[src/verilog/icache_pkg.sv]
`default_nettype none

package icache_pkg;

    // basic widths
    localparam int addr_w = 16;
    localparam int data_w = 16;

    // cache geometry
    localparam int num_sets        = 32;
    localparam int words_per_block = 8;
    localparam int num_words       = num_sets * words_per_block; // total data words

    // address split derived from the geometry
    localparam int index_w  = $clog2(num_sets);            // 5
    localparam int offset_w = $clog2(words_per_block);     // 3
    localparam int tag_w    = addr_w - index_w - offset_w - 1; // 7, one byte bit below offset

    localparam logic [offset_w-1:0] last_word = offset_w'(words_per_block - 1);

    // fill controller states
    localparam logic fill_idle = 1'b0;
    localparam logic fill_wait = 1'b1;

    // lookup front end states
    localparam logic [2:0] lk_idle    = 3'd0; // ready for a request
    localparam logic [2:0] lk_compare = 3'd1; // tag compare on held request
    localparam logic [2:0] lk_fill    = 3'd2; // waiting on the fill controller
    localparam logic [2:0] lk_replay  = 3'd3; // re-read data after the fill
    localparam logic [2:0] lk_resp    = 3'd4; // holding the response

    // one address word, seen raw or as cache fields
    typedef union packed {
        logic [addr_w-1:0] raw;
        struct packed {
            logic [tag_w-1:0]    tag;
            logic [index_w-1:0]  index;
            logic [offset_w-1:0] offset;   // word within the block
            logic                byte_sel; // always 0 for word reads
        } fields;
    } cache_addr_u;

    typedef struct packed {
        cache_addr_u addr;
    } cpu_req_t;

    typedef struct packed {
        logic [data_w-1:0] data;
        logic              hit; // 1 when served without a fill
    } cpu_rsp_t;

    // data array write from the fill controller
    typedef struct packed {
        logic                we;
        logic [index_w-1:0]  index;
        logic [offset_w-1:0] offset;
        logic [data_w-1:0]   data;
    } fill_wr_t;

    // tag array write, always marks the set valid
    typedef struct packed {
        logic               we;
        logic [index_w-1:0] index;
        logic [tag_w-1:0]   tag;
    } tag_wr_t;

endpackage

`default_nettype wire

[src/verilog/icache_tag_array.sv]
`timescale 1ns/10ps
`default_nettype none

module icache_tag_array import icache_pkg::*; (
    input  wire logic               clk,
    input  wire logic               rst_n,
    input  wire logic [index_w-1:0] lookup_index,
    input  wire logic [tag_w-1:0]   lookup_tag,
    output logic                    hit,
    input  wire tag_wr_t            tag_wr
);

    // one tag per set with the valid bits in their own vector
    logic [tag_w-1:0]    tags [num_sets];
    logic [num_sets-1:0] valid_q;

    logic [tag_w-1:0] stored_tag;
    logic             stored_valid;

    always_ff @(posedge clk or negedge rst_n) begin
        if (!rst_n) begin
            valid_q <= '0; // cold cache
        end else if (tag_wr.we) begin
            valid_q[tag_wr.index] <= 1'b1;
        end
    end

    always_ff @(posedge clk) begin
        if (tag_wr.we) begin
            tags[tag_wr.index] <= tag_wr.tag; // replaces the old block's tag
        end
    end

    // compare is purely combinational on the held lookup fields
    assign stored_tag   = tags[lookup_index];
    assign stored_valid = valid_q[lookup_index];
    assign hit          = stored_valid && (stored_tag == lookup_tag);

endmodule

`default_nettype wire

[config.mk]
export PLATFORM = sky130hd
export DESIGN_NAME = icache_tag_array
export DESIGN_NICKNAME = d
export VERILOG_FILES = /design/src/verilog/icache_pkg.sv /design/src/verilog/icache_tag_array.sv
export SDC_FILE = /design/constraint.sdc
export NUM_CORES = 1
export LEC_CHECK = 0
export BUFFER_PORTS_ARGS = -buffer_cell sky130_fd_sc_hd__buf_2
export CAP_MARGIN = 30
export CORE_ASPECT_RATIO = 1.4
export CORE_UTILIZATION = 45
export CTS_CLUSTER_SIZE = 12
export DETAILED_ROUTE_END_ITERATION = 6
export MAX_ROUTING_LAYER = met4
export SLEW_MARGIN = 25
export SYNTH_ARGS = -nofsm -noshare
export SYNTH_HDL_FRONTEND = slang
export SYNTH_SLANG_ARGS = --single-unit
[constraint.sdc]
create_clock -name clk -period 4.2 [get_ports clk]
set_input_delay 0.84 -clock clk [delete_from_list [all_inputs] [get_ports clk]]
set_output_delay 0.84 -clock clk [all_outputs]
set_load 0.05 [all_outputs]
==> impl_metrics.tcl <==
set metrics [dict create \
    status "completed" \
    holdWs_ns 0.424 \
    dp.cells 834 \
    fill_cells 1790 \
    dpl-instance-area_um2 10900 \
    wl_um 22900 \
    overflow 0 \
    final_area_um2 11700 \
    worst_pin_slew_ns 0.928 \
    drive_gt1_share_pct 35.7 \
    h-tree-depth 1 \
    drtAntennaViolNets 0 \
    post-place-ws_ns -0.172 \
    critPathCaptureType "primary output" \
    r2r_setup_slack_ns 3.39 \
    vias 4970 \
    grt_max_degree 33 \
    synth_most_common_cell "edfxtp_1" \
    ys_top_cells_by_area "edfxtp_1 67%, mux4_2 15%, dfrtp_1 7.9%, mux2i_1 2.3%, or2_2 2.0%" \
    hp-class "in2async" \
    clock_path_buffers 3 \
    synth_top_area_share_pct 66.5 \
    grt_usage_pct 21.5 \
    rows 64 \
    synth.distinct_cells 35 \
    r2r_cells 1 \
    synth-seq-cells 256 \
    synth_edf_count 224 \
    grt_util_met3_pct 2.35 \
    cts_sinks 256 \
    die_area_um2 23100 \
    final_util_pct 53.1 \
    period_minus_slack_ns 4.06 \
    insertedDiodeCount 0 \
    start_kind "input pin" \
    synth_area_um2 10100 \
    netlist_instances 491 \
    clock_skew_ns 0 \
    boundaryPins 28 \
    clkTransAtPathRegs_ns 0.06 \
    finalSetupViolCount 0 \
    max_freq_ghz 0.246 \
    worstPathArrival_ns 3.22 \
    p_total_mw 5.30 \
    grt_antenna_before_repair 0 \
    multiInputGateArea_um2 2480 \
    cts_tree "done" \
    slew_headroom_pct 37.9 \
    vias_per_cell 5.63 \
    fp.dieH_um 179 \
    drt-initial-drc-count 505 \
    nets 596 \
    io_buffers 27 \
    worstReg2RegStart "valid_q[26]" \
    ys.flop_type "edfxtp_1" \
    yosysSeqAreaShare_pct 74.4 \
    final.setup.tns_ns 0 \
    final_max_slew_viol_count 0 \
    busiest_layer "met2" \
    crit_start "lookup_index[1]" \
    critical_path_class "in2out" \
    crit_fanout 14 \
    synth_fp_nets 518 \
    setup_slack_ns 0.139 \
    leakagePower_nw 3.91 \
    rsz0062_at_grt "false" \
    yosysTopAreaCell "edfxtp_1" \
    die_x_um 129 \
    post_cts_buffers 0 \
    worstReg2RegEnd "valid_q[26]" \
    hold_viol_final 0 \
    grt_pass1_vias 5215 \
    drc_errors 0 \
    max-vdd-ir-drop_uv 308 \
    core_um2 21900 \
    wl_per_cell_um 25.9 \
    ff_latch_area_um2 7530 \
    dr.pass1.iters 5 \
    dp_hpwl_um 15200 \
    grt_use_met2_pct 35.4 \
    grt_use_met1_pct 28.5 \
    period_share_pct 96.7 \
    synth_common_cells "224 x edfxtp_1, 68 x mux4_2, 37 x nor2_1" \
    cap_violations 0 \
    cp.required_ns 3.36 \
    area.growth.synth_to_final_pct 15.3 \
    cts_root_buffer "clkbuf_16" \
    power_density_nw_per_um2 454 \
    initial_utilization_pct 46.1 \
    gp_congestion 0.789 \
    ys_warn_count 0 \
    final_cells 883 \
    clock_latency_ns 0.51 \
    avgSynthCellArea_um2 20.6 \
    cts_inserted_buffers 25 \
    synthArstFlopShare_pct 12.5 \
    grt_first_pass_wirelength_um 34100 \
]
[flip-flops by register name, summed over array words and instances, names as in the netlist]
register / count
tags: 224
valid_q: 32
[power breakdown]
part | internal (mW) | switching [mW] | leakage [nW]
Combinational | 0.210 | 0.203 | 1.20
Clock | 1.11 | 0.874 | 0.331
Sequential | 2.86 | 0.0391 | 2.38
[repair_timing]
item / in CTS / in global routing
cloned: 0 / 0
gates resized for setup: 3 / 4
setup endpoints to repair: 1 / 1
pin swaps: 0 / 0
hold buffers: 0 / 0
[cells by family after synthesis]
family	Yosys count	synth area share, %
XOR/XNOR	6	0.520
multiplexers	93	17.6
buffers and inverters	25	1.26
flip-flops	256	74.4
AO/OA/AOI/OAI	14	1.00
AND/OR/NAND/NOR	97	5.15
[routing by layer]
metal | up-vias | part of all wire, % | routed length, µm
met5 | - | 0 | 0
met4 | 0 | 2.0 | 457
met3 | 33 | 4.3 | 985
met2 | 156 | 52 | 11900
met1 | 2646 | 41 | 9480
li1 | 2135 | - | -
[placed cells by master (no fill, tap or decap), types with 2 or more instances in the layout]
cell | synthesis | layout
edfxtp_1 | 224 | 224
mux4_2 | 68 | 68
buf_4 | 0 | 42
nor2_1 | 37 | 33
or2_2 | 32 | 32
dfrtp_1 | 32 | 32
clkbuf_16 | 0 | 25
buf_2 | 15 | 24
mux2i_1 | 23 | 23
clkbuf_1 | 4 | 18
nand3b_1 | 6 | 6
xor2_1 | 6 | 6
buf_12 | 0 | 6
nand2_1 | 5 | 5
nor2_2 | 0 | 4
nand3_1 | 3 | 3
or3b_2 | 3 | 3
inv_1 | 2 | 2
nor4_1 | 2 | 2
nor2b_1 | 2 | 2
mux2_2 | 2 | 2
a311oi_1 | 2 | 2
nor3b_1 | 2 | 2
o21ai_0 | 2 | 2
a21oi_1 | 2 | 2
buf_6 | 2 | 2
[worst max-delay path, stage by stage]
cell and delay, ns:
buf_6 0.23, buf_12 0.20, buf_4 0.17, mux4_2 0.55
mux4_2 0.49, nand2b_1 0.22, o221ai_1 0.19, nor4_4 0.10
buf_4 0.21
[area by class of cell]
type                            instances  area share, %
Sequential cell                       256           64.6
Multi-Input combinational cell        210           21.3
Clock buffer                           43           5.94
Timing Repair Buffer                   74           4.96
Tap cell                              297           3.19
Inverter                                2         0.0644
Clock inverter                          1         0.0322
[worst max path at each step]
| stage | cells after the start | to |
|---|---|---|
| floorplan | 8 | hit |
| finish | 9 | hit |
| global placement | 9 | hit |
| detailed placement | 9 | hit |
| CTS | 9 | hit |
| global route | 11 | hit |
Note: power is estimated with default switching activity, not from simulation.
