$ cat src/verilog/icache_pkg.sv
`default_nettype none

package icache_pkg;

    // basic widths
    localparam int addr_w = 16;
    localparam int data_w = 16;

    // cache geometry
    localparam int num_sets        = 32;
    localparam int words_per_block = 8;
    localparam int num_words       = num_sets * words_per_block; // total data words

    // address split derived from the geometry
    localparam int index_w  = $clog2(num_sets);            // 5
    localparam int offset_w = $clog2(words_per_block);     // 3
    localparam int tag_w    = addr_w - index_w - offset_w - 1; // 7, one byte bit below offset

    localparam logic [offset_w-1:0] last_word = offset_w'(words_per_block - 1);

    // fill controller states
    localparam logic fill_idle = 1'b0;
    localparam logic fill_wait = 1'b1;

    // lookup front end states
    localparam logic [2:0] lk_idle    = 3'd0; // ready for a request
    localparam logic [2:0] lk_compare = 3'd1; // tag compare on held request
    localparam logic [2:0] lk_fill    = 3'd2; // waiting on the fill controller
    localparam logic [2:0] lk_replay  = 3'd3; // re-read data after the fill
    localparam logic [2:0] lk_resp    = 3'd4; // holding the response

    // one address word, seen raw or as cache fields
    typedef union packed {
        logic [addr_w-1:0] raw;
        struct packed {
            logic [tag_w-1:0]    tag;
            logic [index_w-1:0]  index;
            logic [offset_w-1:0] offset;   // word within the block
            logic                byte_sel; // always 0 for word reads
        } fields;
    } cache_addr_u;

    typedef struct packed {
        cache_addr_u addr;
    } cpu_req_t;

    typedef struct packed {
        logic [data_w-1:0] data;
        logic              hit; // 1 when served without a fill
    } cpu_rsp_t;

    // data array write from the fill controller
    typedef struct packed {
        logic                we;
        logic [index_w-1:0]  index;
        logic [offset_w-1:0] offset;
        logic [data_w-1:0]   data;
    } fill_wr_t;

    // tag array write, always marks the set valid
    typedef struct packed {
        logic               we;
        logic [index_w-1:0] index;
        logic [tag_w-1:0]   tag;
    } tag_wr_t;

endpackage

`default_nettype wire

$ cat src/verilog/icache_fill_fsm.sv
`timescale 1ns/10ps
`default_nettype none

module icache_fill_fsm import icache_pkg::*; (
    input  wire logic              clk,
    input  wire logic              rst_n,
    input  wire logic              miss_detected,     // one cycle pulse from the lookup
    input  wire cache_addr_u       miss_addr,         // held by the lookup for the whole fill
    input  wire logic              memory_data_valid,
    input  wire logic [data_w-1:0] memory_data,
    output logic                   fill_busy,
    output logic                   memory_read_en,    // one word read per cycle
    output logic [addr_w-1:0]      memory_address,
    output fill_wr_t               fill_wr,
    output tag_wr_t                tag_wr
);

    logic state_q;
    logic state_d;

    // request side counts reads issued, response side counts words back
    // msb of each counter marks all eight done
    logic [offset_w:0] req_cnt_q;
    logic [offset_w:0] rsp_cnt_q;

    logic req_done;
    logic rsp_last;
    logic done;

    assign req_done = req_cnt_q[offset_w];                     // eight reads out
    assign rsp_last = (rsp_cnt_q[offset_w-1:0] == last_word);  // eighth word expected next
    assign done     = (state_q == fill_wait) && memory_data_valid && rsp_last;

    assign fill_busy      = (state_q == fill_wait);
    assign memory_read_en = (state_q == fill_wait) && !req_done;

    // block base plus word count, byte bit stays 0
    assign memory_address = {miss_addr.fields.tag, miss_addr.fields.index,
                             req_cnt_q[offset_w-1:0], 1'b0};

    // every returned word lands at the response count
    assign fill_wr.we     = (state_q == fill_wait) && memory_data_valid;
    assign fill_wr.index  = miss_addr.fields.index;
    assign fill_wr.offset = rsp_cnt_q[offset_w-1:0];
    assign fill_wr.data   = memory_data;

    // tag goes in together with the last word
    assign tag_wr.we    = done;
    assign tag_wr.index = miss_addr.fields.index;
    assign tag_wr.tag   = miss_addr.fields.tag;

    always_comb begin
        state_d = state_q;
        case (state_q)
            fill_idle: begin
                if (miss_detected) begin
                    state_d = fill_wait;
                end
            end
            fill_wait: begin
                if (done) begin
                    state_d = fill_idle; // back to idle on the eighth word
                end
            end
        endcase
    end

    always_ff @(posedge clk or negedge rst_n) begin
        if (!rst_n) begin
            state_q   <= fill_idle;
            req_cnt_q <= '0;
            rsp_cnt_q <= '0;
        end else begin
            state_q <= state_d;
            if (state_q == fill_idle) begin
                // counters sit at zero between fills
                req_cnt_q <= '0;
                rsp_cnt_q <= '0;
            end else begin
                if (memory_read_en) begin
                    req_cnt_q <= req_cnt_q + 1'b1;
                end
                if (memory_data_valid) begin
                    rsp_cnt_q <= rsp_cnt_q + 1'b1;
                end
            end
        end
    end

    // memory only answers reads that this controller issued
    a_no_data_idle: assert property (
        @(posedge clk) disable iff (!rst_n)
        (state_q == fill_idle) |-> !memory_data_valid
    ) else $error("memory data returned while fill controller idle");

    // a word can only come back for a read already sent out
    a_rsp_behind_req: assert property (
        @(posedge clk) disable iff (!rst_n)
        memory_data_valid |-> (rsp_cnt_q < req_cnt_q)
    ) else $error("response count passed request count");

endmodule

`default_nettype wire

$ cat config.mk
export PLATFORM = sky130hd
export DESIGN_NAME = icache_fill_fsm
export DESIGN_NICKNAME = d
export VERILOG_FILES = /design/src/verilog/icache_pkg.sv /design/src/verilog/icache_fill_fsm.sv
export SDC_FILE = /design/constraint.sdc
export NUM_CORES = 1
export LEC_CHECK = 0
export ABC_AREA = 1
export BUFFER_PORTS_ARGS = -buffer_cell sky130_fd_sc_hd__buf_2
export CAP_MARGIN = 15
export CELL_PAD_IN_SITES_DETAIL_PLACEMENT = 1
export CELL_PAD_IN_SITES_GLOBAL_PLACEMENT = 2
export CORE_MARGIN = 8
export CORE_UTILIZATION = 14
export CTS_BUF_LIST = sky130_fd_sc_hd__clkbuf_4 sky130_fd_sc_hd__clkbuf_8 sky130_fd_sc_hd__clkbuf_16
export DETAILED_ROUTE_END_ITERATION = 7
export PLACE_DENSITY = 0.75
export SYNTH_ARGS = -nofsm -noshare
export SYNTH_HDL_FRONTEND = slang
export SYNTH_SLANG_ARGS = --single-unit
$ cat constraint.sdc
create_clock -name clk -period 1.3 [get_ports clk]
set_input_delay 0.065 -clock clk [delete_from_list [all_inputs] [get_ports clk]]
set_output_delay 0.065 -clock clk [all_outputs]
set_load 0.005 [all_outputs]
==> results of run 1 <==
flip-flops by register name (all words and copies together), names as in the netlist:
signal and count:
req_cnt_q 4, rsp_cnt_q 3, fill_busy 1
timing repair:
item	in CTS	in global routing
hold buffers	1	0
endpoints found under the hold margin	8	0
resized for setup	1	4
pin swaps	0	1
setup buffers	2	1
endpoints found under the setup margin	1	2
final timing paths:
path                                            end  slack, ps  cells after the start
max in group asynchronous       fill_busy$_DFF_PN0_        910                      2
min in group asynchronous  req_cnt_q[0]$_DFFE_PN0P_        210                      2
max reg2reg                rsp_cnt_q[2]$_DFFE_PN0P_        300                      4
min reg2reg                req_cnt_q[2]$_DFFE_PN0P_        560                      2
min                                      fill_wr[0]        130                      0
max                                      tag_wr[12]         60                      5
metal layers:
| metal | vias to the layer above | track usage (%) | wire (um) |
|---|---|---|---|
| met5 | - | 0 | 0 |
| met4 | 0 | 3.47 | 51 |
| li1 | 178 | - | - |
| met1 | 164 | 2.82 | 431 |
| met2 | 17 | 4.91 | 651 |
| met3 | 9 | 2.16 | 182 |
layout make-up:
type,instances,area share [%]
Timing Repair Buffer,17,15.6
Inverter,7,4.20
Sequential cell,8,32.2
Clock buffer,3,6.60
Tap cell,72,14.4
Multi-Input combinational cell,29,27.0
power by group through the flow:
stage / clock network [uW] / registers [uW] / logic (uW)
6_report: 296 / 472 / 483
5_1_grt: 317 / 492 / 555
4_1_cts: 310 / 467 / 463
3_5_place_dp: 0 / 479 / 410
3_3_place_gp: 0 / 478 / 398
2_1_floorplan: 0 / 450 / 422
metrics by stage:
stage	setup TNS (ps)	utilization [%]	setup WS, ps	cell area [sq um]
finish	0	11.6	60.0	626
detailed placement	0	9.91	188	536
CTS	0	11.2	10.0	604
global route	-1.92	11.6	-1.92	626
global placement	0	9.91	186	536
floorplan	0	-	238	767
cell usage after synthesis:
library cell and n:
nand2_1 10, o21ai_1 1, inv_1 6, a21oi_1 1
nor2_2 1, nand3_1 6, conb_1 1, inv_2 1
ha_1 3, or2_0 1, buf_4 50, dfrtp_1 8
o21ai_0 3, buf_6 1, nor2_1 2
placed cells by master, fill, tap and decap left out:
| cell type | instances |
|---|---|
| nand2_1 | 10 |
| a21oi_1 | 1 |
| nor2_1 | 2 |
| nand3_1 | 6 |
| nor2_2 | 1 |
| o21ai_0 | 3 |
| buf_2 | 13 |
| ha_1 | 1 |
| or2_0 | 1 |
| dfrtp_2 | 1 |
| ha_2 | 1 |
| ha_4 | 1 |
| inv_2 | 2 |
| buf_4 | 3 |
| dfrtp_1 | 7 |
| inv_1 | 5 |
| dlygate4sd3_1 | 1 |
| conb_1 | 1 |
| clkbuf_8 | 3 |
| o21ai_1 | 1 |
logic make-up (layout without fill, tap and decap cells):
kind of cell | count (synthesis) | in the layout | share of synthesized area [%]
and+or+nand+nor | 20 | 20 | 11.4
buffers and inverters | 58 | 27 | 53.8
AOI/OAI and AO/OA | 5 | 5 | 3.26
other | 1 | 1 | 0.489
adders and majority gates | 3 | 3 | 4.89
DFF | 8 | 8 | 26.1
worst max-delay path: cells and delay by family, from the launching register on:
| family | cells | cell delay, ps |
|---|---|---|
| adders and majority gates | 2 | 360 |
| DFF | 1 | 380 |
| and+or+nand+nor | 1 | 40 |
| buffers and inverters | 2 | 170 |
==> flow_metrics.tcl, run 1 <==
set metrics [dict create \
    fin_crit_sh_pct 95.4 \
    top_level_ports 92 \
    criticalPathCategory "reg -> out" \
    globalplace.congestion 0.708 \
    synthCells 95 \
    fp.dieArea_sq_um 8100 \
    slowest_stage "dfrtp_1" \
    cap_violations 0 \
    diodes 0 \
    critPathMaxFanout 2 \
    synth.area.top_cells "buf_4 (49%), dfrtp_1 (26%), ha_1 (4.9%)" \
    cts-buffers-inserted 3 \
    clock_path_buffers 2 \
    synth_area_per_cell_sq_um 8.07 \
    swShare_pct 35.5 \
    synth_fp_nets 134 \
    p_switching_uw 444 \
    grt_max_degree 11 \
    fin_skew_ps 0.852 \
    hp-start "memory_data[0]" \
    first_global_vias 394 \
    vias_per_cell 2.71 \
    drive_gt1_share_pct 39.1 \
    cts_root_buf "clkbuf_8" \
    vias 368 \
    hold_viol_final 0 \
    hpwl_mm 1.02 \
    cp.required_ps 1240 \
    antenna_found_initial 0 \
    ys.warnings.count 0 \
    clock_sinks 8 \
    drv_slew 0 \
    portBuffers 13 \
    yosysSeqAreaShare_pct 26.1 \
    static-leakage-power_uw 0.000304 \
    initial_utilization_pct 14.2 \
    r2r_start "rsp_cnt_q[1]$_DFFE_PN0P_" \
    grt_overflow 0 \
    synth_top_area_share_pct 48.9 \
    synth_cell_types 15 \
    syn_area_sq_um 767 \
    holdWs_ps 130 \
    worstSetupStartpoint "rsp_cnt_q[1]$_DFFE_PN0P_" \
    synth_top_area_cell "buf_4" \
    wirelength_mm 1.32 \
    endpoint_kind "output port" \
    p_seq_share_pct 37.7 \
    slowest_delay_ps 380 \
    htree_levels 1 \
    core_sq_um 5410 \
    avgRoutedWirePerCell_um 9.67 \
    period_needed_ps 1240 \
    p_clk_share_pct 23.6 \
    die_x_um 90.0 \
    crit_path_cell_trace "ha_2 -> ha_4 -> inv_2 -> nor2_1 -> buf_2" \
    dp.cells 129 \
    max_freq_ghz 0.806 \
    grtUsageTotal_pct 3.28 \
    initialDrtViolationCount 5 \
    hold_class "in -> out" \
    final_nets 105 \
    clk_latency_ps 230 \
    fillCellCount 657 \
    drcViolationCount 0 \
    synth-seq-cells 8 \
    register_area_sq_um 201 \
    crit_arrival_ps 1180 \
    tritoncts "built" \
    die_h_um 90.0 \
    areaGrowthSynthToFinish_pct -18.4 \
    ir_drop_uv 404 \
    grt_pass1_wl_mm 2.02 \
    fp-row-count 27 \
    setup_viol 0 \
    first_pass_iters 2 \
    p_comb_share_pct 38.6 \
    multi_input_area_sq_um 169 \
    final_antenna_net_count 0 \
    path_clk_slew_ps 40 \
    p_int_uw 807 \
    status "finished clean" \
    startpoint_type "register" \
    p_total_uw 1250 \
    instances_no_fill 136 \
    powerDensity_nw_per_um2 2000 \
]
Power figures use the tool's default switching activity.
==> run 2, diff against run 1 <==
--- a/config.mk
+++ b/config.mk
@@ -14,6 +14,7 @@
 export CORE_UTILIZATION = 14
 export CTS_BUF_LIST = sky130_fd_sc_hd__clkbuf_4 sky130_fd_sc_hd__clkbuf_8 sky130_fd_sc_hd__clkbuf_16
 export DETAILED_ROUTE_END_ITERATION = 7
+export HOLD_SLACK_MARGIN = 0.03
 export PLACE_DENSITY = 0.75
 export SYNTH_ARGS = -nofsm -noshare
 export SYNTH_HDL_FRONTEND = slang
==> constraint.sdc (replaced) <==
create_clock -name clk -period 1.2 [get_ports clk]
set_input_delay 0.06 -clock clk [delete_from_list [all_inputs] [get_ports clk]]
set_output_delay 0.06 -clock clk [all_outputs]
set_load 0.005 [all_outputs]
==> run 2 against run 1 <==
Effect of this change:
- register-to-register slack worse by 110 ps
- clock power is 9.8% higher
- via count stayed put
- die area stayed put
- the flow now finishes with violations (negative setup slack)
- critical endpoint unchanged
- non-clock buffer count is 2 higher
- wire length is 3.5% higher
- critical path depth stayed put
- sequential share of layout area is 0.75 points lower
- combinational power is 11% higher
- utilization is 0.28 points higher
- sequential cell count stayed put
==> flow_metrics.tcl, run 2 (same netlist as run 1, synthesis figures left out) <==
set metrics [dict create \
    initialDrtViolationCount 11 \
    cts_root_buf "clkbuf_8" \
    htree_levels 1 \
    clock_path_buffers 2 \
    final_nets 107 \
    grt_overflow 0 \
    max_freq_ghz 0.804 \
    slowest_stage "dfrtp_1" \
    holdWs_ps 120 \
    layout_setup_ws_ps -43.9 \
    tritoncts "built" \
    period_needed_ps 1240 \
    final_common_cell "buf_2" \
    cap_violations 0 \
    powerDensity_nw_per_um2 2130 \
    clock_sinks 8 \
    die_x_um 90.0 \
    cp.required_ps 1140 \
    drcViolationCount 0 \
    avgRoutedWirePerCell_um 9.86 \
    register_area_sq_um 201 \
    antenna_found_initial 0 \
    crit_arrival_ps 1180 \
    portBuffers 13 \
    grt_pass1_wl_mm 2.07 \
    critPathMaxFanout 2 \
    crit_buf_inv 2 \
    setup_viol 1 \
    largest_reg_flops 4 \
    first_pass_iters 2 \
    core_sq_um 5410 \
    areaGrowthSynthToFinish_pct -16.5 \
    multi_input_area_sq_um 169 \
    fp-row-count 27 \
    slowest_delay_ps 390 \
    drive_gt1_share_pct 40.9 \
    fin_skew_ps 2.60 \
    fin_crit_sh_pct 104 \
    globalplace.congestion 0.670 \
    status "complete, but fails checks" \
    crit_path_cell_trace "ha_2 -> ha_4 -> inv_2 -> nor2_1 -> buf_2" \
    crit_family "flip-flops" \
    die_h_um 90.0 \
    mostFrequentLayoutCells "buf_2 (13), nand2_1 (10), dfrtp_1 (7)" \
    startpoint_type "register" \
    final_antenna_net_count 0 \
    ir_drop_uv 348 \
    initial_utilization_pct 14.2 \
    grtUsageTotal_pct 3.45 \
    vias_per_cell 2.67 \
    post-place-ws_ps 132 \
    hold_viol_final 0 \
    clk_latency_ps 230 \
    first_global_vias 424 \
    fp.dieArea_sq_um 8100 \
    violations "negative setup slack" \
    diodes 0 \
    top_level_ports 92 \
    hpwl_mm 1.07 \
    hold_class "in -> out" \
    fin_setup_tns_ps -43.9 \
    fillCellCount 660 \
    endpoint_kind "output port" \
    path_clk_slew_ps 40 \
    criticalPathCategory "reg -> out" \
    grt_max_degree 9 \
    static-leakage-power_uw 0.000312 \
    wirelength_mm 1.36 \
    largest-register "req_cnt_q" \
    vias 368 \
    rsz0062_at_grt "true" \
    drv_slew 0 \
    cts-buffers-inserted 3 \
]
[run 2: changes by cell type in the layout (fill, tap and decap cells not counted)]
cell,change
buf_4,+2
[run 2: final cells by class]
type	count	share of cell area [%]
sequential	8	31.4
timing repair buffer	19	17.6
tap	72	14.1
multi-input combinational	29	26.4
inverter	7	4.10
clock buffer	3	6.45
[run 2: stage by stage]
stage	utilization (%)	cells	power (uW)	cell area [sq um]
floorplan	-	95	945	767
global placement	10.2	131	975	551
detailed placement	10.2	131	983	551
CTS	11.4	135	1350	618
global route	11.9	138	1500	641
finish	11.9	138	1370	641
[run 2: what timing repair did]
action | CTS | global route
endpoints found under the hold margin | 8 | 0
gates resized for setup | 5 | 0
endpoints found under the setup margin | 2 | 2
hold buffers | 1 | 0
pin swaps | 2 | 1
buffers inserted | 0 | 3
[run 2: power breakdown]
group	internal (uW)	switching, uW
Combinational	272	264
Sequential	390	116
Clock	218	108
[run 2: worst paths after layout]
check | startpoint | to | slack (ps) | cells after the start
max reg2reg | rsp_cnt_q[0]$_DFFE_PN0P_ | rsp_cnt_q[2]$_DFFE_PN0P_ | 190 | 4
max in group asynchronous | rst_n | fill_busy$_DFF_PN0_ | 800 | 2
min | memory_data[0] | fill_wr[0] | 120 | 0
max | rsp_cnt_q[0]$_DFFE_PN0P_ | tag_wr[12] | -40 | 5
min in group asynchronous | rst_n | req_cnt_q[1]$_DFFE_PN0P_ | 210 | 2
min reg2reg | req_cnt_q[2]$_DFFE_PN0P_ | req_cnt_q[2]$_DFFE_PN0P_ | 550 | 2
[run 2: routing by layer]
layer / wire [um] / part of all wire, % / GRT usage (%)
met1: 430 / 32 / 2.62
met2: 706 / 52 / 5.58
met3: 187 / 14 / 2.41
met4: 37 / 2.7 / 3.47
met5: 0 / 0 / 0
[run 2: worst register-to-register path: stages, from the launching register on]
cell and delay [ps]:
dfrtp_1 390, ha_2 210, ha_4 200, nand2_1 60, nand2_1 40
