[src/verilog/icache_pkg.sv]
`default_nettype none

package icache_pkg;

    // basic widths
    localparam int addr_w = 16;
    localparam int data_w = 16;

    // cache geometry
    localparam int num_sets        = 32;
    localparam int words_per_block = 8;
    localparam int num_words       = num_sets * words_per_block; // total data words

    // address split derived from the geometry
    localparam int index_w  = $clog2(num_sets);            // 5
    localparam int offset_w = $clog2(words_per_block);     // 3
    localparam int tag_w    = addr_w - index_w - offset_w - 1; // 7, one byte bit below offset

    localparam logic [offset_w-1:0] last_word = offset_w'(words_per_block - 1);

    // fill controller states
    localparam logic fill_idle = 1'b0;
    localparam logic fill_wait = 1'b1;

    // lookup front end states
    localparam logic [2:0] lk_idle    = 3'd0; // ready for a request
    localparam logic [2:0] lk_compare = 3'd1; // tag compare on held request
    localparam logic [2:0] lk_fill    = 3'd2; // waiting on the fill controller
    localparam logic [2:0] lk_replay  = 3'd3; // re-read data after the fill
    localparam logic [2:0] lk_resp    = 3'd4; // holding the response

    // one address word, seen raw or as cache fields
    typedef union packed {
        logic [addr_w-1:0] raw;
        struct packed {
            logic [tag_w-1:0]    tag;
            logic [index_w-1:0]  index;
            logic [offset_w-1:0] offset;   // word within the block
            logic                byte_sel; // always 0 for word reads
        } fields;
    } cache_addr_u;

    typedef struct packed {
        cache_addr_u addr;
    } cpu_req_t;

    typedef struct packed {
        logic [data_w-1:0] data;
        logic              hit; // 1 when served without a fill
    } cpu_rsp_t;

    // data array write from the fill controller
    typedef struct packed {
        logic                we;
        logic [index_w-1:0]  index;
        logic [offset_w-1:0] offset;
        logic [data_w-1:0]   data;
    } fill_wr_t;

    // tag array write, always marks the set valid
    typedef struct packed {
        logic               we;
        logic [index_w-1:0] index;
        logic [tag_w-1:0]   tag;
    } tag_wr_t;

endpackage

`default_nettype wire

[src/verilog/icache_lookup.sv]
`timescale 1ns/10ps
`default_nettype none

module icache_lookup import icache_pkg::*; (
    input  wire logic                 clk,
    input  wire logic                 rst_n,
    input  wire logic                 req_valid,
    output logic                      req_ready,
    input  wire cpu_req_t             req,
    output logic                      rsp_valid,
    input  wire logic                 rsp_ready,
    output cpu_rsp_t                  rsp,
    input  wire logic                 hit,
    output logic                      rd_en,
    output logic [index_w-1:0]        rd_index,
    output logic [offset_w-1:0]       rd_word,
    input  wire logic [data_w-1:0]    rd_data,
    output logic [index_w-1:0]        lookup_index,
    output logic [tag_w-1:0]          lookup_tag,
    output logic                      miss_detected,
    output cache_addr_u               miss_addr,
    input  wire logic                 fill_busy
);

    logic [2:0]  state_q;
    logic [2:0]  state_d;
    cpu_req_t    req_q;     // held request payload
    logic        was_hit_q; // cleared once a fill was needed
    cache_addr_u rd_addr;
    logic        accept;

    assign req_ready = (state_q == lk_idle); // one request outstanding at most
    assign accept    = req_valid && req_ready;

    // read the incoming address on accept, the held one on replay
    assign rd_addr  = req_ready ? req.addr : req_q.addr;
    assign rd_en    = accept || (state_q == lk_replay);
    assign rd_index = rd_addr.fields.index;
    assign rd_word  = rd_addr.fields.offset;

    assign lookup_index = req_q.addr.fields.index;
    assign lookup_tag   = req_q.addr.fields.tag;

    assign miss_detected = (state_q == lk_compare) && !hit; // single cycle since compare is left next edge
    assign miss_addr     = req_q.addr;

    // a hit answers straight from the compare cycle
    assign rsp_valid = ((state_q == lk_compare) && hit) || (state_q == lk_resp);
    assign rsp       = '{data: rd_data, hit: was_hit_q};

    always_comb begin
        state_d = state_q;
        case (state_q)
            lk_idle: begin
                if (req_valid) begin
                    state_d = lk_compare;
                end
            end
            lk_compare: begin
                if (!hit) begin
                    state_d = lk_fill;
                end else if (!rsp_ready) begin
                    state_d = lk_resp; // park the hit response
                end else begin
                    state_d = lk_idle;
                end
            end
            lk_fill: begin
                if (!fill_busy) begin
                    state_d = lk_replay;
                end
            end
            lk_replay: state_d = lk_resp; // data captured on this edge
            lk_resp: begin
                if (rsp_ready) begin
                    state_d = lk_idle;
                end
            end
            default: state_d = lk_idle;
        endcase
    end

    always_ff @(posedge clk or negedge rst_n) begin
        if (!rst_n) begin
            state_q   <= lk_idle;
            was_hit_q <= 1'b0;
        end else begin
            state_q <= state_d;
            if (accept) begin
                was_hit_q <= 1'b1;
            end else if (miss_detected) begin
                was_hit_q <= 1'b0;
            end
        end
    end

    always_ff @(posedge clk) begin
        if (accept) begin
            req_q <= req;
        end
    end

    // stalled response keeps its payload until the transfer
    a_rsp_hold: assert property (
        @(posedge clk) disable iff (!rst_n)
        (rsp_valid && !rsp_ready) |=> (rsp_valid && $stable(rsp))
    ) else $error("response dropped or changed under back-pressure");

endmodule

`default_nettype wire

[config.mk]
export PLATFORM = sky130hd
export DESIGN_NAME = icache_lookup
export DESIGN_NICKNAME = d
export VERILOG_FILES = /design/src/verilog/icache_pkg.sv /design/src/verilog/icache_lookup.sv
export SDC_FILE = /design/constraint.sdc
export NUM_CORES = 1
export LEC_CHECK = 0
export ABC_CLOCK_PERIOD_IN_PS = 3770
export BUFFER_PORTS_ARGS = -buffer_cell sky130_fd_sc_hd__buf_2
export CORE_ASPECT_RATIO = 0.75
export CORE_MARGIN = 2
export CORE_UTILIZATION = 39
export CTS_CLUSTER_DIAMETER = 30
export DETAILED_ROUTE_END_ITERATION = 10
export PLACE_DENSITY = 0.84
export SLEW_MARGIN = 5
export SYNTH_ARGS = -nofsm -noshare
export SYNTH_HDL_FRONTEND = slang
export SYNTH_SLANG_ARGS = --single-unit
[constraint.sdc]
create_clock -name clk -period 3.77 [get_ports clk]
set_input_delay 0 -clock clk [delete_from_list [all_inputs] [get_ports clk]]
set_output_delay 0 -clock clk [all_outputs]
set_load 0.02 [all_outputs]
==> impl_metrics.toml, run 1 <==
[die]
die_h_um = 48.6
core_um2 = 2560
ioPinCount = 95
die_area_um2 = 3080
die_w_um = 63.4
initial_core_util = 0.403
rows = 16

[min_path]
min_path_type = "input pin to output port"

[grt]
grt-ovfl-total = 0
grt_max_degree = 18
top_usage_layer = "met2"
met1_usage = 0.167
grtUsageTotal = 0.157
grt_pass1_vias = 791
grt_util_met3 = 0.0465
met2_usage = 0.270
antenna_found_initial = 0
grt_first_pass_wirelength_um = 3680

[sta]
setup_viol_count_final = 0
max_slew_margin = 0.694
post-route-period-util = 0.479
hold_viol_final = 0
min_period_ns = 1.81
tightestPinTransition_ns = 0.457
rsz0062_at_grt = "false"
clock_skew_ns = 0.00452
slew_violations = 0
setup-tns-final_ns = 0
fmax_ghz = 0.554

[drt]
wl_per_cell_um = 13.3
dr.pass1.iters = 4
vias_per_cell = 4.57
num_vias = 790
drc = 0
drtIter0Drc = 17
wl_um = 2310
ant_nets = 0

[critical_path]
critPathRequiredTime_ns = 3.77
path_class = "register to output port"
startpoint_type = "register"
slowest_stage = "dfrtp_1"
cp-end-kind = "output port"
path_cells = "nor3_4, mux2_2, buf_2"
crit_fanout = 11
cp.arrival_ns = 1.81
critPathMaxStageDelay_ns = 0.51

[placement]
post_dp_cell_area_um2 = 1160
routabilityCongestion = 0.712
numPortBuffers = 62

[power]
power_density_nw_per_um2 = 709
power.leakage_nw = 0.625
ir_worst_vdd_mv = 0.238

[clock_network]
tritoncts = "yes"
clkSlewWorstSetupHoldPaths_ns = 0.10
root_buffer = "clkbuf_4"
cts.sinks = 20
cts_htree_levels = 1
cts_max_path_buffers = 2
cts_resized = 0
numCtsBuffers = 3
clk_latency_ns = 0.29
hold_buffers = 21
post_cts_buffers = 0

[final_layout]
nets = 176
fin_area_um2 = 1390
synthToLayoutAreaGrowth_pct = 35.0
drive_gt1_frac = 0.547
n_antenna_cell = 0

[yosys]
ys_types = 19
yosysWarnings = 0
synthCells = 81
ys_seq_elements = 20
yosysSeqAreaShare = 0.562
avgSynthCellArea_um2 = 12.7
syn-cell-area_um2 = 1030
syn-num-nets = 119

[status]
outcome = "finished clean"

[run]
max-cap-violations = 0
[flip-flops by register name, summed over array words and instances, names as in the netlist]
signal and cells:
miss_addr 16, state_q 3, was_hit_q 1
[synth_stat cells]
master     count  share of area
a2111oi_0      1         0.0085
a21oi_1        4          0.019
and2_2         1         0.0073
buf_2          1         0.0048
buf_4         30           0.22
dfrtp_1        4          0.097
edfxtp_1      16           0.47
inv_1          2         0.0073
mux2_2         8          0.087
nand2_1        3          0.011
nand2b_1       1         0.0061
nand3_1        1         0.0048
nand3b_1       1         0.0073
nor2_1         3          0.011
nor3_4         1          0.016
nor3b_1        1         0.0073
nor4_1         1         0.0061
o31ai_1        1         0.0073
o41ai_1        1         0.0085
[final cells by class]
cell class | instances | area (um^2)
Clock inverter | 1 | 3.75
Inverter | 2 | 7.51
Clock buffer | 3 | 22.5
Tap cell | 36 | 45.0
Fill cell | 231 | 1170
Timing Repair Buffer | 83 | 520
Multi-Input combinational cell | 28 | 214
Sequential cell | 20 | 581
[final timing paths]
| check | slack, ns | endpoint | start | cells after the start |
|---|---|---|---|---|
| hold reg to reg | 0.54 | was_hit_q$_DFFE_PN0P_ | was_hit_q$_DFFE_PN0P_ | 2 |
| hold / removal | 0.000009 | rsp[1] | rd_data[0] | 0 |
| setup reg to reg | 1.98 | miss_addr[12]$_DFFE_PP_ | state_q[1]$_DFFE_PN0P_ | 2 |
| max in group asynchronous | 3.59 | was_hit_q$_DFFE_PN0P_ | rst_n | 2 |
| setup / recovery | 1.96 | rd_index[2] | state_q[1]$_DFFE_PN0P_ | 3 |
| min in group asynchronous | 0.06 | state_q[1]$_DFFE_PN0P_ | rst_n | 2 |
[critical path: cells and delay by family (launching register included)]
| kind | cells | cell delay (ns) |
|---|---|---|
| DFF | 1 | 0.51 |
| and+or+nand+nor | 1 | 0.46 |
| muxes | 1 | 0.39 |
| buffers and inverters | 1 | 0.16 |
[cells in the final DEF (no fill, tap or decap)]
| master | synthesis | final |
|---|---|---|
| nand3_1 | 1 | 1 |
| o31ai_1 | 1 | 1 |
| clkbuf_4 | 0 | 3 |
| nor2_1 | 3 | 3 |
| o41ai_1 | 1 | 1 |
| nand2b_1 | 1 | 1 |
| nor4_1 | 1 | 1 |
| edfxtp_1 | 16 | 16 |
| dlygate4sd3_1 | 0 | 21 |
| nor3_4 | 1 | 1 |
| a21oi_1 | 4 | 4 |
| buf_2 | 1 | 62 |
| nand2_1 | 3 | 3 |
| mux2_2 | 8 | 8 |
| dfrtp_1 | 4 | 4 |
| nand3b_1 | 1 | 1 |
| inv_1 | 2 | 2 |
| nor3b_1 | 1 | 1 |
| clkinv_1 | 0 | 1 |
| and2_2 | 1 | 1 |
| a2111oi_0 | 1 | 1 |
[kinds of logic (layout without fill, tap and decap cells)]
logic type,after synthesis,count (layout),synth area share
compound gates,7,7,0.0436
buf+inv,33,89,0.230
flops,20,20,0.562
mux,8,8,0.0873
simple gates,13,13,0.0764
[layer usage]
metal  share of wire  wire (um)
met3           0.098        227
met2            0.49       1130
met5               0          0
met1            0.37        862
met4           0.037         85
[power breakdown]
part | leakage [nW] | switching (W) | internal (W)
Sequential | 0.199 | 0.0000584 | 0.000311
Clock | 0.0154 | 0.0000596 | 0.0000384
Combinational | 0.411 | 0.000318 | 0.000203
[through the flow]
stage / setup slack (ns) / power [W] / util / instances / hold WS [ns]
floorplan: 2.10 / 0.000777 / - / 81 / -0.296
global placement: 2.06 / 0.000856 / 0.452 / 148 / -0.194
global route: 1.80 / 0.00105 / 0.544 / 173 / 0.0000308
CTS: 1.93 / 0.000991 / 0.544 / 173 / 0.000137
finish: 1.96 / 0.000989 / 0.544 / 173 / 0.00000881
detailed placement: 1.98 / 0.000869 / 0.452 / 148 / -0.191
No activity file was read; power rests on OpenSTA's default activity.
==> inputs of run 2 (changes only) <==
--- a/config.mk
+++ b/config.mk
@@ -5,14 +5,14 @@
 export SDC_FILE = /design/constraint.sdc
 export NUM_CORES = 1
 export LEC_CHECK = 0
-export ABC_CLOCK_PERIOD_IN_PS = 3770
+export ABC_CLOCK_PERIOD_IN_PS = 1620
 export BUFFER_PORTS_ARGS = -buffer_cell sky130_fd_sc_hd__buf_2
 export CORE_ASPECT_RATIO = 0.75
 export CORE_MARGIN = 2
-export CORE_UTILIZATION = 39
+export CORE_UTILIZATION = 33
 export CTS_CLUSTER_DIAMETER = 30
 export DETAILED_ROUTE_END_ITERATION = 10
-export PLACE_DENSITY = 0.84
+export PLACE_DENSITY = 0.76
 export SLEW_MARGIN = 5
 export SYNTH_ARGS = -nofsm -noshare
 export SYNTH_HDL_FRONTEND = slang
==> constraint.sdc (replaced) <==
create_clock -name clk -period 1.62 [get_ports clk]
set_input_delay 0 -clock clk [delete_from_list [all_inputs] [get_ports clk]]
set_output_delay 0 -clock clk [all_outputs]
set_load 0.02 [all_outputs]
==> run 2 against run 1 <==
Net effect: clock power rose to 3.8 times the previous value; sequential cell count did not move; design area grew 2.7%; highest routed layer unchanged.
==> impl_metrics.toml, run 2 (same netlist as run 1, synthesis figures left out) <==
[die]
die_area_um2 = 3600
initial_core_util = 0.349
ioPinCount = 95
core_um2 = 2960
die_w_um = 68.6
rows = 17
die_h_um = 52.4

[critical_path]
critPathMaxStageDelay_ns = 0.47
cp-end-kind = "output port"
path_cells = "nor3_4, buf_6, mux2_2, buf_2"
path_class = "register to output port"
r2r-start = "state_q[0]$_DFFE_PN0P_"
critPathRequiredTime_ns = 1.62
reg2reg_depth = 3
crit_fanout = 7
ff2ff_setup_slack_ns = 0.26
cp.arrival_ns = 1.52
slowest_stage = "dfrtp_2"
worst_r2r_endpoint = "miss_addr[5]$_DFFE_PP_"
startpoint_type = "register"

[sta]
max_slew_margin = 0.734
clock_skew_ns = 0.00182
tightestPinTransition_ns = 0.389
setup-tns-final_ns = 0
rsz0062_at_grt = "false"
min_period_ns = 1.52
hold_viol_final = 0
fmax_ghz = 0.659
setup_viol_count_final = 0
hold_slack_ns = 0.00000715
post-route-period-util = 0.937
slew_violations = 0

[grt]
grtUsageTotal = 0.127
grt-ovfl-total = 0
grt_first_pass_wirelength_um = 3300
antenna_found_initial = 0
grt_max_degree = 18
grt_pass1_vias = 745

[final_layout]
n_antenna_cell = 0
synthToLayoutAreaGrowth_pct = 38.7
mostFrequentLayoutCells = "buf_2 (62), dlygate4sd3_1 (18), edfxtp_1 (16)"
fin_area_um2 = 1430
drive_gt1_frac = 0.587
final_common_cell = "buf_2"
largest_reg_flops = 16
nets = 177

[run]
max-cap-violations = 0

[drt]
drtIter0Drc = 20
wl_um = 2160
num_vias = 765
ant_nets = 0
dr.pass1.iters = 4
drc = 0
wl_per_cell_um = 12.3
vias_per_cell = 4.35

[clock_network]
clk_latency_ns = 0.25
clkSlewWorstSetupHoldPaths_ns = 0.07
tritoncts = "yes"
root_buffer = "clkbuf_8"
cts.sinks = 20
numCtsBuffers = 3
cts_htree_levels = 1
cts_max_path_buffers = 2

[placement]
post_dp_cell_area_um2 = 1180
numPortBuffers = 62
hpwlAfterDp_um = 1580
routabilityCongestion = 0.593

[min_path]
hold_depth = 0
min_path_type = "input pin to output port"
min_to = "rsp[16]"
min-delay-start = "rd_data[15]"

[power]
power.leakage_nw = 0.646
ir_worst_vdd_mv = 0.877
power_density_nw_per_um2 = 1760

[status]
outcome = "finished clean"
run 2: cell types whose count changed in the layout (fill, tap and decap cells not counted):
cell           delta
and2_4            +1
and2_2            -1
dlygate4sd3_1     -3
clkbuf_8          +4
dfrtp_2           +1
clkinv_1          -1
clkbuf_4          -3
buf_4             +3
buf_6             +1
dfrtp_1           -1
run 2: layout make-up:
class                      instances  area, um^2
fill                             290        1530
tap                               38        47.5
timing repair buffer              84         524
multi-input combinational         28         215
inverter                           2        7.51
clock buffer                       4        55.1
sequential                        20         582
run 2: how the worst max path moves through the flow:
stage	start	to
final	state_q[0]$_DFFE_PN0P_	rd_word[1]
after global routing	state_q[1]$_DFFE_PN0P_	rd_word[2]
after CTS	state_q[0]$_DFFE_PN0P_	rd_word[1]
after detailed placement	state_q[0]$_DFFE_PN0P_	rd_word[1]
after global placement	state_q[0]$_DFFE_PN0P_	rd_word[0]
after floorplan	state_q[2]$_DFFE_PN0P_	miss_addr[0]$_DFFE_PP_
run 2: critical path, delay by kind of cell (launching register included):
kind	cells	cell delay (ns)
buffers and inverters	2	0.32
DFF	1	0.47
muxes	1	0.33
and+or+nand+nor	1	0.15
run 2: per-stage QoR:
step / setup WS (ns) / total power, W / instances / util
6_report: 0.102 / 0.00252 / 176 / 0.484
2_1_floorplan: 0.0532 / 0.00181 / 81 / -
5_1_grt: 0.0114 / 0.00269 / 176 / 0.484
4_1_cts: 0.0343 / 0.00254 / 176 / 0.482
3_3_place_gp: 0.234 / 0.00207 / 153 / 0.400
3_5_place_dp: 0.182 / 0.00209 / 153 / 0.400
run 2: power by group:
| part | internal, W | switching, W | total [W] |
|---|---|---|---|
| Sequential | 0.000727 | 0.0000927 | 0.000819 |
| Combinational | 0.000539 | 0.000788 | 0.00133 |
| Clock | 0.000216 | 0.000154 | 0.000370 |
| Total | 0.00148 | 0.00103 | 0.00252 |
run 2: repair_timing:
action | CTS | global route
resized for setup | 0 | 2
hold endpoints to repair | 21 | 0
hold buffers | 18 | 0
setup endpoints to repair | 6 | 6
setup buffers | 1 | 0
pin swaps | 1 | 0
run 2: metal layers:
metal  vias up  track usage  share of wire
li1        366            -              -
met1       347        0.136           0.39
met2        44        0.224           0.50
met3         8       0.0559           0.10
met4         0       0.0367          0.012
met5         -            0              0
==> inputs of run 3 (changes only) <==
--- a/config.mk
+++ b/config.mk
@@ -5,14 +5,16 @@
 export SDC_FILE = /design/constraint.sdc
 export NUM_CORES = 1
 export LEC_CHECK = 0
+export ABC_AREA = 1
 export ABC_CLOCK_PERIOD_IN_PS = 1620
 export BUFFER_PORTS_ARGS = -buffer_cell sky130_fd_sc_hd__buf_2
+export CAP_MARGIN = 0
 export CORE_ASPECT_RATIO = 0.75
 export CORE_MARGIN = 2
 export CORE_UTILIZATION = 33
 export CTS_CLUSTER_DIAMETER = 30
 export DETAILED_ROUTE_END_ITERATION = 10
-export PLACE_DENSITY = 0.76
+export PLACE_DENSITY = 0.75
 export SLEW_MARGIN = 5
 export SYNTH_ARGS = -nofsm -noshare
 export SYNTH_HDL_FRONTEND = slang
==> run 3 against run 2 <==
Net effect: die area increased by 1.1%; synthesized area increased by 1.2%; power increased by 10%; sequential share of layout area decreased by 1.4 points; first-iteration DRC count increased by 140%; sequential cell count unchanged; combinational power increased by 25%; synthesized cell count increased by 30%; largest power group unchanged; design area increased by 3.2%.
==> impl_metrics.toml, run 3 <==
[die]
die_w_um = 69.0
ioPinCount = 95
initial_core_util = 0.351
rows = 17
die_area_um2 = 3640
die_h_um = 52.7
core_um2 = 2980

[critical_path]
startpoint_type = "register"
path_cells = "nor2_2, inv_2, nor2_4, buf_6, buf_4, buf_4, nand2_1, nand2_1, buf_6"
reg2reg_depth = 6
path_class = "register to output port"
cp-end-kind = "output port"
crit_fanout = 3
slowest_stage = "dfrtp_1"
cp.arrival_ns = 1.58
critPathMaxStageDelay_ns = 0.40
critPathRequiredTime_ns = 1.62

[clock_network]
numCtsBuffers = 3
tritoncts = "yes"
cts_max_path_buffers = 2
root_buffer = "clkbuf_8"
clk_latency_ns = 0.24
cts_htree_levels = 1
cts.sinks = 20
clkSlewWorstSetupHoldPaths_ns = 0.06

[drt]
wl_um = 2310
drc = 0
ant_nets = 0
drtIter0Drc = 48
wl_per_cell_um = 11.5
num_vias = 863
dr.pass1.iters = 4
vias_per_cell = 4.29

[yosys]
yosysWarnings = 0
yosys.area.top_type_share = 0.460
synth_edf_count = 16
synth_fa_ha_area_frac = 0
synthMostInstantiatedCell = "nand2_1"
async_flop_share = 0.200
avgSynthCellArea_um2 = 9.95
yosysSeqAreaShare = 0.556
yosys-top-cells-area = "edfxtp_1 (46%), buf_4 (21%), nand2_1 (12%)"
synthFlopType = "edfxtp_1"
synth_top_family_by_area = "buffers and inverters"
yosys.area.top_type = "edfxtp_1"
ys_seq_elements = 20
synth-compound-area-share = 0.00958
ys_types = 15
yosys-top-cells-count = "nand2_1 (33), buf_4 (29), edfxtp_1 (16)"
syn-cell-area_um2 = 1040
synth_xor_area_frac = 0
yosys.area_share.simple = 0.187
synthMuxAreaShare = 0
synthCells = 105
syn-num-nets = 143

[sta]
rsz0062_at_grt = "true"
tightestPinTransition_ns = 0.327
fmax_ghz = 0.634
max_slew_margin = 0.782
slew_violations = 0
setup_viol_count_final = 0
clock_skew_ns = 0.00218
hold_viol_final = 0
setup-tns-final_ns = 0
min_period_ns = 1.58
post-route-period-util = 0.974
hold_slack_ns = 0.00000776

[power]
power_density_nw_per_um2 = 1880
power_w = 0.00277
power.leakage_nw = 0.753
ir_worst_vdd_mv = 0.496

[placement]
numPortBuffers = 62
post_dp_cell_area_um2 = 1180
routabilityCongestion = 0.709

[final_layout]
largest_reg_flops = 16
nets = 203
synthToLayoutAreaGrowth_pct = 41.4
n_fill_cell = 274
drive_gt1_frac = 0.479
finish.utilization = 0.496
fin_area_um2 = 1480
n_antenna_cell = 0
mostFrequentLayoutCells = "buf_2 (56), nand2_1 (32), dlygate4sd3_1 (17)"
final_common_cell = "buf_2"

[grt]
grt_first_pass_wirelength_um = 3100
antenna_found_initial = 0
grt-ovfl-total = 0
grtUsageTotal = 0.119
grt_max_degree = 17
grt_pass1_vias = 742

[min_path]
hold_depth = 0
min_path_type = "input pin to output port"

[run]
max-cap-violations = 0

[status]
outcome = "finished clean"
-- run 3: cell types whose count changed after synthesis, sizes merged, moves of 2 or more --
cell,delta
nand2,+31
nand3,+2
mux2,-8
inv,+6
a21oi,-4
nor2,+3
o21ai,+2
-- run 3: worst paths after layout --
kind | startpoint | endpoint | slack (ns)
min | rd_data[0] | rsp[1] | 0.000008
min reg2reg | was_hit_q$_DFFE_PN0P_ | was_hit_q$_DFFE_PN0P_ | 0.47
max | state_q[0]$_DFFE_PN0P_ | rd_word[2] | 0.04
min in group asynchronous | rst_n | was_hit_q$_DFFE_PN0P_ | 0.08
max in group asynchronous | rst_n | state_q[0]$_DFFE_PN0P_ | 1.42
max reg2reg | state_q[0]$_DFFE_PN0P_ | miss_addr[11]$_DFFE_PP_ | 0.11
-- run 3: area by class of cell --
type	count	area, um^2	share of cell area
clock buffers	3	41.3	0.0279
inverters	8	33.8	0.0229
multi-input cells	47	208	0.141
flip-flops and latches	20	581	0.393
well taps	38	47.5	0.0322
repair buffers	85	567	0.384
-- run 3: metal layers --
metal	share of wire	GRT usage	vias up
li1	-	-	418
met1	0.41	0.138	384
met2	0.47	0.204	53
met3	0.11	0.0258	8
met4	0.017	0.0621	0
met5	0	0	-
-- run 3: cells by family after synthesis --
| logic type | Yosys count |
|---|---|
| DFF | 20 |
| and+or+nand+nor | 45 |
| buffers and inverters | 38 |
| AOI/OAI and AO/OA | 2 |
-- run 3: power by group --
group / internal [W] / switching (W) / leakage [nW]
clock: 0.000165 / 0.000139 / 0.0216
combinational: 0.000665 / 0.000996 / 0.533
sequential: 0.000725 / 0.0000836 / 0.198
-- run 3: worst max-delay path, delay by kind of cell (launching register included) --
kind / cells / cell delay [ns]
buf+inv: 5 / 0.52
flops: 1 / 0.40
simple gates: 4 / 0.41
-- run 3: per-stage QoR --
stage | cells | setup WS [ns]
after floorplan | 105 | 0.204
after global placement | 176 | 0.242
after detailed placement | 176 | 0.205
after CTS | 197 | 0.0128
after global routing | 201 | -0.0518
final | 201 | 0.0415
-- run 3: timing repair --
item | CTS | global route
buffers inserted | 1 | 4
endpoints found under the hold margin | 20 | 0
resized for setup | 2 | 13
pin swaps | 1 | 7
hold buffers | 17 | 0
setup endpoints to repair | 2 | 8
